--- src/source/video_pkg.sv ---
// Colour format definitions
`default_nettype none

package video_pkg;

	// palette index and colour word sizes
	localparam int INDEX_W = 8;
	localparam int COLOR_W = 15;

	// dither position, eight steps
	localparam int PHASE_W = 3;

	// one 5-bit channel is a coarse DAC level plus a fine level
	typedef struct packed {
		logic [1:0] red_coarse;
		logic [2:0] red_fine;
		logic [1:0] grn_coarse;
		logic [2:0] grn_fine;
		logic [1:0] blu_coarse;
		logic [2:0] blu_fine;
	} color_t;

	// pulse patterns per fine level, bit n is the step at phase n
	// the number of ones grows with the fine level
	localparam logic [(1 << PHASE_W) - 1:0] DITHER_PATTERN [0:7] = '{
		8'b00000000,
		8'b00000001,
		8'b01000001,
		8'b01000101,
		8'b10100101,
		8'b10100111,
		8'b11010111,
		8'b11011111
	};

endpackage

`default_nettype wire
--- src/source/dither_phase_counter.sv ---
// Dither phase counter
`timescale 1ns/1ns
`default_nettype none

module dither_phase_counter (
	input  wire logic                          clk,
	input  wire logic                          rst_n,
	input  wire logic                          vga_on,
	input  wire logic                          vga_line,
	output      logic [video_pkg::PHASE_W-1:0] phase
);

	logic [video_pkg::PHASE_W-1:0] count;
	logic                          line_q;

	always_ff @(posedge clk)
	begin
		if (!rst_n)
		begin
			count  <= '0;
			line_q <= 1'b0;
		end
		else
		begin
			count  <= count + 1'b1;
			line_q <= vga_line;
		end
	end

	// vga swaps patterns between odd and even lines, tv walks all eight steps
	assign phase = vga_on ? {line_q, count[video_pkg::PHASE_W-2:0]} : count;

endmodule

`default_nettype wire

--- config.mk ---
export PLATFORM = sky130hd
export DESIGN_NAME = dither_phase_counter
export DESIGN_NICKNAME = d
export VERILOG_FILES = /design/src/source/video_pkg.sv /design/src/source/dither_phase_counter.sv
export SDC_FILE = /design/constraint.sdc
export NUM_CORES = 1
export LEC_CHECK = 0
export BUFFER_PORTS_ARGS = -buffer_cell sky130_fd_sc_hd__buf_2
export CAP_MARGIN = 10
export CORE_AREA = 3 3 40 42
export DETAILED_ROUTE_END_ITERATION = 10
export DIE_AREA = 0 0 43 45
export GPL_TIMING_DRIVEN = 0
export PLACE_DENSITY = 0.3
export SYNTH_ARGS = -nofsm -noshare
export SYNTH_HDL_FRONTEND = slang
export SYNTH_SLANG_ARGS = --single-unit
--- constraint.sdc ---
create_clock -name clk -period 1 [get_ports clk]
set_input_delay 0.1 -clock clk [delete_from_list [all_inputs] [get_ports clk]]
set_output_delay 0.1 -clock clk [all_outputs]
set_load 0.02 [all_outputs]
== Yosys cells after proc, flatten, opt, wreduce, memory -nomap -nowiden ==
Index checks and enable logic that the tools add are counted.
Word-level totals
  bits in registers: 4
  output and inout bits: 3
  logic and storage cells: 4
Cells by class
  add/subtract/negate cells: 1
  mux-type cells: 1
Operators by type and width (number)
  adder 3 x 1 -> 3 bit, second input constant: 1
  two-way mux 3 bit: 1

== Logic depth before layout (Yosys ltp) ==
Gate-level depths: netlist of run 1.
  depth in word-level cells: 1
  depth in mapped cells: 3
  mapped depth without buffers: 3

== Worst setup path before layout of run 1 ==
No wires, ideal clock.
  path type: register to register
  start: reg count[0] (netlist bit)
  end: reg count[2] (netlist bit)
  setup time: 0.115 ns
  data arrival time: 0.761 ns
  path slack: 0.124 ns
  cell stages (with the launch flop): 4
  buffers on the path: 0
  path through: dfxtp_1 ha_1 xor2_1 and2_1
Between the ends
  longest elaborated chain between the ends: 1
Ends and longest elaborated chain
  from (decl): RTL line dither_phase_counter.sv:13  | logic [video_pkg::PHASE_W-1:0] count;
  from (signal assigned): RTL line dither_phase_counter.sv:25  | count <= count + 1'b1;
  adder 3 x 1 -> 3 bit: RTL line dither_phase_counter.sv:25
Every way passes these cells.
A chain may end at the register's enable or synchronous reset.

== Worst setup path in the final report of run 1 ==
  start: reg count[2] (netlist bit)
  end: out phase[2] (netlist bit)
Between the ends
  longest elaborated chain between the ends: 1
Ends and longest elaborated chain
  two-way mux 3 bit: RTL line dither_phase_counter.sv:31  | assign phase = vga_on ? {line_q, count[video_pkg::PHASE_W-2:0]} : count;
  to (decl): RTL line dither_phase_counter.sv:10  | output logic [video_pkg::PHASE_W-1:0] phase
Every way passes these cells.

==> results.txt, run 1 <==
The number of antenna diodes in the final layout is 0. The via count normalized by instance count is 3.00. The die is 43 um wide. After detailed placement, the total cell area comes to 201 um2.

The initial utilization of the core area, before any placement, comes to 11.9%. Final weighted congestion in routability-driven placement: 0.548. Synthesis handed over a netlist of 13 instances.

The average instance in the mapped netlist occupies 11.7 um2. Initial antenna violation count: 0. The number of I/O pins was 7; the power per unit of standard cell area was 1840 nW/um2.

The area growth from synthesis to layout is 59.0%, and the placed cell count is 34. At the pin with the least slew margin, the transition time is 0.107 ns. Walking the worst path, the cells encountered are mux2_4 -> buf_6. The wire length per cell was 6.89 um; the cell count of the worst reg-to-reg path was 3.

On the worst path, the slowest cell contributes a delay of 0.31 ns. The final number of hold-violating endpoints was 0. The largest driver fanout on the critical path came out at 2. For the worst setup path, the data required time is 0.90 ns. The number of setup violations in the final report was 1; the post-synth design cell area was 153 um2. The pin count of the biggest net entering global routing was 5; the worst path arrival time was 0.94 ns. The number of detailed-route iterations in the first pass is 1. Number of nets in the synthesized netlist: 18.

The die extent in y is 45 um. Counting buffers and inverters, the worst setup path is 2 cells deep. The end of the worst register-to-register path was count[2]. Dividing the final minimum period by the clock period gives 104%. The total global routing overflow was 0; the worst voltage drop across the vdd grid was 0.628 mV. Setup repair after global routing could not meet its margin everywhere.

The H-tree depth is 1, and the number of register bits inferred by synthesis is 4. Yosys mapped the design onto 7 distinct sky130hd cell types. In this run the standard cell core region covers 1280 um2. The number of hold buffers added after CTS was 0. Setup slack on the worst reg-to-reg path comes out at 0.10 ns. The startpoint of the worst setup timing path was count[2]. Headroom to the max-slew limit came out at 92.9%. Following the worst setup path forward leads to its endpoint at phase[2].

After floorplanning, the core was divided into 13 placement rows. The run gives 963 MHz as the maximum clock frequency. Slowest library cell on the worst path: sky130_fd_sc_hd__dfxtp_2. The post-route non-filler standard cell count was 38. The checks that failed: setup timing. For the number of DRC markers in iteration 0, the log shows 0.

The tools report the wire length reported by the detailed router as 262 um. Clock tree buffer depth: 2. The sequential-to-total area share from yosys stat was 52.5%; the final non-filler cell area was 243 um2. The worst path buffer plus inverter count came out at 1. The worst flop-to-flop path startpoint is count[0]. The logs give 61.3 um2 for the area of the multi-input gates and 0 for the yosys synthesis warning count. The classification of the worst-slack hold path is in -> reg. The tools report the total number of clock tree sinks as 4. Grouping stages by cell kind, the critical path spends the most delay in flip-flops. The first global-routing pass estimated 441 um of wire.

The tightest hold path in the finished design has a slack of 0.0697 ns. Across the run, the number of max-cap violations was 0. The startpoint type of the worst setup path is a flip-flop. TritonCTS created 3 clock buffers. Cells fill 18.9% of the core in the end. The number of buffers added on ports was 6; the clock period minus worst slack was 1.04 ns. After routing, the total negative slack on setup checks comes to -0.0382 ns.

The die covers 1940 um2. For the power consumption, the log shows 446 uW. The run finished, with violations left. The final critical-path setup slack is -0.0382 ns, and the clock tree skew after final layout is 0.00270 ns. The net count of the finished layout is 30. The number of global-route vias before repair is 110. The critical path in this run is classified as reg -> out. Global routing consumed, over all layers together, 4.16% of the routing resources. The max-slew violation count is 0, and the clock slew at the register clock pins of the worst setup and hold paths is 0.04 ns.

The sequential cell area came out at 81.3 um2. Before CTS, the worst setup slack after placement is 0.0957 ns. In the routed design, unresolved DRC markers number 0.

Across all layers, the routed design uses 114 vias. The tree is rooted in a sky130_fd_sc_hd__clkbuf_4. TritonCTS built the clock tree.

In this run the static leakage power is 0.127 nW. Counting the fill cells in the layout gives 149. In this run the remaining antenna-violating nets after routing total 0. The startpoint of the most critical hold path is vga_line.

The clock latency on the worst-skew pair was 0.24 ns; the fraction of layout cells with a size suffix above 1 was 60.9%. STA classifies the critical path endpoint as an output port.
==> area by class of cell <==
class | instances | share of cell area (%)
Sequential cell | 4 | 33.5
Multi-Input combinational cell | 7 | 25.3
Timing Repair Buffer | 7 | 18.0
Clock buffer | 3 | 9.28
Tap cell | 15 | 7.73
Buffer | 2 | 6.19
==> cells in the mapped netlist, drive strengths merged <==
cell type  count  area, um2
and2           3       18.8
ha             1       12.5
buf            2       15.0
dfxtp          4       80.1
xor2           1       8.76
nor2b          1       6.26
mux2           1       11.3
==> flip-flops by register name, summed over array words and instances (netlist names) <==
register / flops
count: 3
line_q: 1
==> worst min path at each step <==
stage                     endpoint  slack (ns)  depth (start not counted)
after global routing        line_q        0.08                          2
final                       line_q        0.07                          2
after detailed placement    line_q        0.31                          2
after global placement      line_q        0.31                          2
after CTS                   line_q        0.07                          2
after floorplan           count[2]        0.22                          1
==> routing by layer <==
layer / wire, um / vias to the layer above / track usage (%)
met5: 0 / - / 0
met3: 53 / 0 / 7.17
met1: 120 / 45 / 3.13
met2: 88 / 10 / 3.89
met4: 0 / 0 / 3.61
li1: - / 59 / -
==> report_power, final <==
part	leakage, nW	switching [mW]	internal, mW	total (mW)
Sequential	0.0336	0.00657	0.173	0.180
Clock	0.0138	0.0671	0.134	0.201
Combinational	0.0796	0.0270	0.0383	0.0652
Total	0.127	0.101	0.346	0.446
==> worst reg2reg max path, stage by stage (launching register included) <==
cell,delay [ns]
sky130_fd_sc_hd__dfxtp_1,0.32
sky130_fd_sc_hd__ha_1,0.21
sky130_fd_sc_hd__xor2_1,0.13
sky130_fd_sc_hd__and2_1,0.14
==> cells in the final DEF (no fill, tap or decap), drive strengths merged <==
master and instances:
clkbuf 3, ha 1, buf 9, mux2 1, nor2b 1, dfxtp 4
and2 3, xor2 1
==> what timing repair did <==
action | in CTS | in global routing
buffers inserted | 1 | 0
gates resized for setup | 4 | 0
endpoints found under the setup margin | 1 | 1
==> kinds of logic (layout without fill, tap and decap cells) <==
group | after synthesis | count (layout) | share of synthesized area, %
buffers and inverters | 2 | 12 | 9.83
muxes | 1 | 1 | 7.38
and+or+nand+nor | 4 | 4 | 16.4
DFF | 4 | 4 | 52.5
xor gates and xnor gates | 1 | 1 | 5.74
adders and majority gates | 1 | 1 | 8.20
Note: power is estimated with default switching activity, not from simulation.
==> run 2, diff against run 1 <==
Settings changed: CTS_CLUSTER_DIAMETER from default to 80.
Clock period 1 ns to 1.1 ns, I/O delays scaled along.
==> results.txt, run 2 (synthesis gave the netlist of run 1 again) <==
The final weighted congestion in routability-driven placement was 0.548 (unchanged); the worst path arrival time was 0.95 ns (about the same). Flip-flop count of the largest register after layout: 3 (unchanged). TritonCTS built the clock tree. Number of DRC markers in iteration 0: 0 (unchanged). The die extent in y works out to 45 um (unchanged). The starting density of the core came out at 11.9% (unchanged). The total number of clock tree sinks is 4 (unchanged). Worst voltage drop across the vdd grid: 0.621 mV (-1.0%). The clock period minus worst slack was 1.06 ns; the via count normalized by instance count was 2.95 (-1.8%). Counting flops per register, the top entry is count. The number of detailed-route iterations in the first pass is 1 (unchanged). In the layout the commonest cells are sky130_fd_sc_hd__buf_2 (5), sky130_fd_sc_hd__dfxtp_1 (4), sky130_fd_sc_hd__and2_1 (3), sky130_fd_sc_hd__clkbuf_4 (3), sky130_fd_sc_hd__buf_4 (2). The run gives 414 um (-6.1%) as the global-route wire length before repair. The number of buffers added to fix hold violations after cts was 0 (unchanged); the worst path buffer plus inverter count was 1 (unchanged). The horizontal die dimension works out to 43 um (unchanged). The cell count of the worst reg-to-reg path works out to 3 (unchanged). Based on the critical path, the design can be clocked at up to 943 MHz.

The setup TNS is 0 ns (+0.0382 ns). The number of maximum-capacitance violations was 0 (unchanged); the static leakage was 0.121 nW (-4.6%). The largest driver fanout on the critical path was 2 (unchanged); the wire length reported by the detailed router was 254 um (-3.1%).

The run gives 7 (unchanged) as the number of I/O pins. The worst hold slack is 0.0806 ns (+0.0110 ns). Traced cell by cell, the critical path runs through mux2_4 -> buf_6. The tightest min-delay check is of the in -> reg type.

The critical path is of the reg -> out type. The fraction of layout cells with a size suffix above 1 was 54.5% (-6.3 points). The run gives 0.24 ns (about the same) as the clock latency on the worst-skew pair. The core area was 1280 um2 (unchanged); the fraction of the cycle the final worst path needs was 96.4%. Among cell families on the critical path, the largest total delay comes from flip-flops. The number of buffers added on ports came out at 6 (unchanged).

The worst flop-to-flop path startpoint is count[0]. Max-slew violation count: 0 (unchanged). The number of placement rows came out at 13 (unchanged). The most critical setup path has its endpoint at phase[2]. Clock root buffer: sky130_fd_sc_hd__clkbuf_4. The power per unit of standard cell area is 1710 nW/um2 (-6.8%). The library cell used most frequently in the layout, excluding fill and tap cells, is sky130_fd_sc_hd__buf_2.

The tools report the number of antenna diodes as 0 (unchanged). The total routing resource utilization after global routing was 3.83% (-0.33 points). The stage delay of the slowest cell on the critical path was 0.31 ns (about the same).

The final number of hold-violating endpoints is 0 (unchanged). The tools report the startpoint of the worst setup timing path as count[2]. End of the worst register-to-register path: count[2].

The run gives 2 (unchanged) as the clock tree buffer depth. The cell depth of the worst setup path is 2 (unchanged), and the endpoint required time on the critical path is 0.99 ns (+0.09 ns). For the pin count of the biggest net entering global routing, the log shows 5 (unchanged). The clock slew at the register clock pins of the worst setup and hold paths is 0.04 ns (about the same).

The H-tree depth was 1 (unchanged); the initial antenna violation count was 0 (unchanged). The tools report the reg2reg setup slack as 0.20 ns (+0.10 ns). The startpoint type of the worst setup path is a flip-flop. In the final layout, the registers with the most flip-flops are count x3, line_q x1.

For the total global routing overflow, the log shows 0 (unchanged). The number of nets with antenna violations after routing came out at 0 (unchanged). STA classifies the critical path endpoint as an output port. The tools report the clock tree skew after final layout as 0.00304 ns (+0.000344 ns). The actual transition at the worst max-transition pin is 0.107 ns (-0.000000238 ns). The run gives 109 (-4.4%) as the number of vias after detailed routing. The logs give 29 (-3.3%) for the final-stage net count and 92.9% (unchanged) for the max-slew headroom at the worst pin.

The number of global-route vias before repair was 103 (-6.4%); the number of setup violations in the final report was 0 (-1). Setup repair after global routing left no endpoint under its margin. Area enclosed by the die boundary: 1940 um2 (unchanged). The wire length per cell was 6.86 um (-0.43%); the number of CTS-inserted buffers was 3 (unchanged).

The slowest stage of the critical path is the sky130_fd_sc_hd__dfxtp_1 cell. The flow ran to the end, and the final reports show no timing, DRC or antenna violations. From synthesis to final layout, the design area changed by 53.3%. The tools report the number of DRC violations after detailed routing as 0 (unchanged).
==> run 2: changes by cell type in the layout (fill, tap and decap cells not counted) <==
cell,delta
sky130_fd_sc_hd__buf_4,-1
sky130_fd_sc_hd__dfxtp_1,+1
sky130_fd_sc_hd__dfxtp_2,-1
==> run 2: per-stage QoR <==
stage	cells	area (um2)	util (%)	setup slack (ns)	total power, mW
6_report	37	234	18.2	0.0396	0.401
5_1_grt	37	234	18.2	0.0129	0.428
4_1_cts	37	234	18.2	0.0255	0.412
3_5_place_dp	34	201	15.7	0.196	0.216
3_3_place_gp	34	201	15.7	0.200	0.216
2_1_floorplan	13	153	-	0.224	0.199
==> run 2: worst min path at each step <==
stage | start | end | slack (ns) | cells past startpoint
CTS | vga_line | line_q | 0.08 | 2
global placement | vga_line | line_q | 0.32 | 2
finish | vga_line | line_q | 0.08 | 2
floorplan | rst_n | count[2] | 0.23 | 1
detailed placement | vga_line | line_q | 0.32 | 2
global route | vga_line | line_q | 0.09 | 2
==> run 2: where the power goes <==
group	switching [mW]	internal (mW)
registers	0.00654	0.157
clock network	0.0595	0.122
logic	0.0236	0.0322
total	0.0896	0.311
==> run 2: per-layer routing <==
metal | track usage (%) | vias to the layer above | routed length, um
met3 | 7.17 | 0 | 44
li1 | - | 57 | -
met4 | 1.81 | 0 | 0
met5 | 0 | - | 0
met1 | 3.13 | 44 | 126
met2 | 3.59 | 8 | 83
==> run 2: final cells by class <==
class | count | area (um2)
buffer | 2 | 15.0
clock buffer | 3 | 22.5
fill | 148 | 1050
multi-input combinational | 7 | 61.3
sequential | 4 | 80.1
tap | 15 | 18.8
timing repair buffer | 6 | 36.3
==> run 2: what timing repair did <==
action                                  4_1_cts  5_1_grt
buffers inserted                              0        0
endpoints found under the setup margin        1        0
hold endpoints to repair                      0        0
resized for setup                             3        0
==> run 3, diff against run 2 <==
Settings changed: CTS_BUF_LIST from default to sky130_fd_sc_hd__clkbuf_8.
==> results.txt, run 3 (synthesis gave the netlist of run 1 again) <==
The flow ran to the end, and the final reports show no timing, DRC or antenna violations. The largest registers in the layout are count x3, line_q x1. Number of placement rows: 13 (unchanged). The area enclosed by the die boundary was 1940 um2 (unchanged); the flip-flop count of the largest register after layout was 3 (unchanged). The hold-critical path endpoint is line_q. The max-slew headroom at the worst pin was 92.9% (about the same); the global routing met2 resource utilization was 2.99% (-0.60 points).

For the final number of hold-violating endpoints, the log shows 0 (unchanged). For the met1 usage, the log shows 3.13% (unchanged). Traced cell by cell, the critical path runs through mux2_1 -> buf_2. The power per unit of standard cell area is 2140 nW/um2 (+25%), and the H-tree depth is 1 (unchanged). The via count normalized by instance count was 2.86 (-2.8%). The final-stage net count is 29 (unchanged), and the area growth from synthesis to layout is 59.0%.

The number of setup violations in the final report is 0 (unchanged). In this run the most critical hold path is launched from vga_line. The number of vias after detailed routing is 106 (-2.8%). The logs give 7 (unchanged) for the number of I/O pins and 0 ns (unchanged) for the setup TNS. The global-route track usage on met3 was 7.17% (unchanged).

In this run the critical register-to-register path is launched from count[0]. The starting density of the core is 11.9% (unchanged). Cell count of the worst reg-to-reg path: 3 (unchanged). The run gives 201 um2 (unchanged) as the placed standard-cell area.

The endpoint required time on the critical path was 0.99 ns (about the same); the worst path buffer plus inverter count was 1 (unchanged). The run gives 386 um (-6.8%) as the global-route wire length before repair. The run gives 0 (unchanged) as the initial antenna violation count. The tools report the total global routing overflow as 0 (unchanged).

Largest driver fanout on the critical path: 2 (unchanged). The number of maximum-capacitance violations is 0 (unchanged). The run gives 0.126 nW (+3.8%) as the static leakage.

TritonCTS built the clock tree. The post-route non-filler standard cell count was 37 (unchanged); the max-slew violation count was 0 (unchanged). Counting flops per register, the top entry is count.

The maximum clock frequency was 932 MHz (-1.2%); the clock slew at the register clock pins of the worst setup and hold paths was 0.03 ns (about the same). For the wire length reported by the detailed router, the log shows 263 um (+3.5%). The worst setup path category is reg -> out. The end of the worst register-to-register path was count[2].

The run gives 0.20 ns (about the same) as the reg2reg setup slack. The logs give 0.22 ns (-0.02 ns) for the clock latency on the worst-skew pair and 1 (unchanged) for the number of detailed-route iterations in the first pass. The tools report the number of antenna diodes as 0 (unchanged).

The fraction of the cycle the final worst path needs was 97.6% (+1.2 points); the total number of clock tree sinks was 4 (unchanged). The busiest layer in global routing was met3. The core area was 1280 um2 (unchanged); the pin count of the biggest net entering global routing was 5 (unchanged).

The family of cells with the greatest summed delay on the critical path is flip-flops. The number of DRC markers in iteration 0 is 0 (unchanged), and the number of buffers added to fix hold violations after cts is 0 (unchanged). The slowest stage of the critical path is the sky130_fd_sc_hd__dfxtp_1 cell. The tools report the startpoint type of the worst setup path as a flip-flop.

The final non-filler cell area was 243 um2 (+3.7%). The horizontal die dimension was 43 um (unchanged); the count of cells resized by post-cts repair was 0 (-3). The total routing resource utilization after global routing was 3.66% (-0.17 points). The classification of the worst-slack hold path is in -> reg. The clock tree skew after final layout was 0.00341 ns (+0.000371 ns); the clock period minus worst slack was 1.07 ns (+0.0130 ns).

The worst path arrival time was 0.96 ns (about the same); the stage delay of the slowest cell on the critical path was 0.31 ns (about the same). Type of destination of the critical path: an output port. The tools report the worst voltage drop across the vdd grid as 0.987 mV (+59%). The tools report the placed cell count as 34 (unchanged). The fraction of layout cells with a size suffix above 1 was 50.0% (-4.5 points). Leaving out fill and tap cells, the most frequent cell in the layout is sky130_fd_sc_hd__buf_2.

In the layout the commonest cells are sky130_fd_sc_hd__buf_2 (6), sky130_fd_sc_hd__dfxtp_1 (4), sky130_fd_sc_hd__and2_1 (3), sky130_fd_sc_hd__clkbuf_8 (3), sky130_fd_sc_hd__buf_4 (2). The wire length per cell was 7.11 um (+3.5%); the number of global-route vias before repair was 96 (-6.8%). The actual transition at the worst max-transition pin works out to 0.107 ns (-0.00000250 ns). The tree is rooted in a sky130_fd_sc_hd__clkbuf_8. The final weighted congestion in routability-driven placement is 0.548 (unchanged), and the number of instances on the worst hold path is 2 (unchanged).

The number of nets with antenna violations after routing was 0 (unchanged); the number of CTS-inserted buffers was 3 (unchanged). The tools report the number of DRC violations after detailed routing as 0 (unchanged). The number of buffers added on ports is 6 (unchanged), and the clock tree buffer depth is 2 (unchanged).

The run gives 142 (-4.1%) as the final-layout fill cell count. Setup repair after global routing left no endpoint under its margin. Number of setup buffers added after CTS: 0 (unchanged).

The die extent in y came out at 45 um (unchanged).
run 3: cell counts in the layout (fill, tap and decap cells not counted):
Identical to the previous run, type by type.
run 3: routing by layer:
metal / up-vias / share of wire (%)
met4: 0 / 0
met1: 40 / 51
li1: 57 / -
met3: 0 / 20
met5: - / 0
met2: 9 / 29
run 3: area by class of cell:
cell class / count / area (um2) / share of cell area (%)
Multi-Input combinational cell: 7 / 57.6 / 23.7
Timing Repair Buffer: 6 / 30.0 / 12.4
Tap cell: 15 / 18.8 / 7.73
Buffer: 2 / 15.0 / 6.19
Clock buffer: 3 / 41.3 / 17.0
Sequential cell: 4 / 80.1 / 33.0
run 3: worst register-to-register path, delay by kind of cell, from the launching register on:
| kind | cells | cell delay [ns] |
|---|---|---|
| flops | 1 | 0.31 |
| fa+ha+maj | 1 | 0.21 |
| xor+xnor | 1 | 0.13 |
| simple gates | 1 | 0.14 |
run 3: how the worst max path moves through the flow:
stage	start	end	slack, ns	cells after the start
2_1_floorplan	count[0]	count[2]	0.22	3
3_3_place_gp	count[0]	count[2]	0.20	3
3_5_place_dp	count[0]	count[2]	0.20	3
4_1_cts	count[2]	phase[2]	0.02	2
5_1_grt	count[2]	phase[2]	0.004	2
6_report	count[2]	phase[2]	0.03	2
run 3: power breakdown:
part | leakage (nW) | switching [mW] | internal (mW) | total [mW]
clock | 0.0216 | 0.0720 | 0.233 | 0.305
combinational | 0.0710 | 0.0228 | 0.0269 | 0.0497
sequential | 0.0332 | 0.00645 | 0.157 | 0.164
run 3: through the flow:
stage / setup WS [ns] / util (%) / power [mW] / hold WS [ns]
CTS: 0.0156 / 18.9 / 0.529 / 0.0993
finish: 0.0266 / 18.9 / 0.518 / 0.100
global route: 0.00389 / 18.9 / 0.542 / 0.120
global placement: 0.200 / 15.7 / 0.216 / 0.323
floorplan: 0.224 / - / 0.199 / 0.232
detailed placement: 0.196 / 15.7 / 0.216 / 0.324
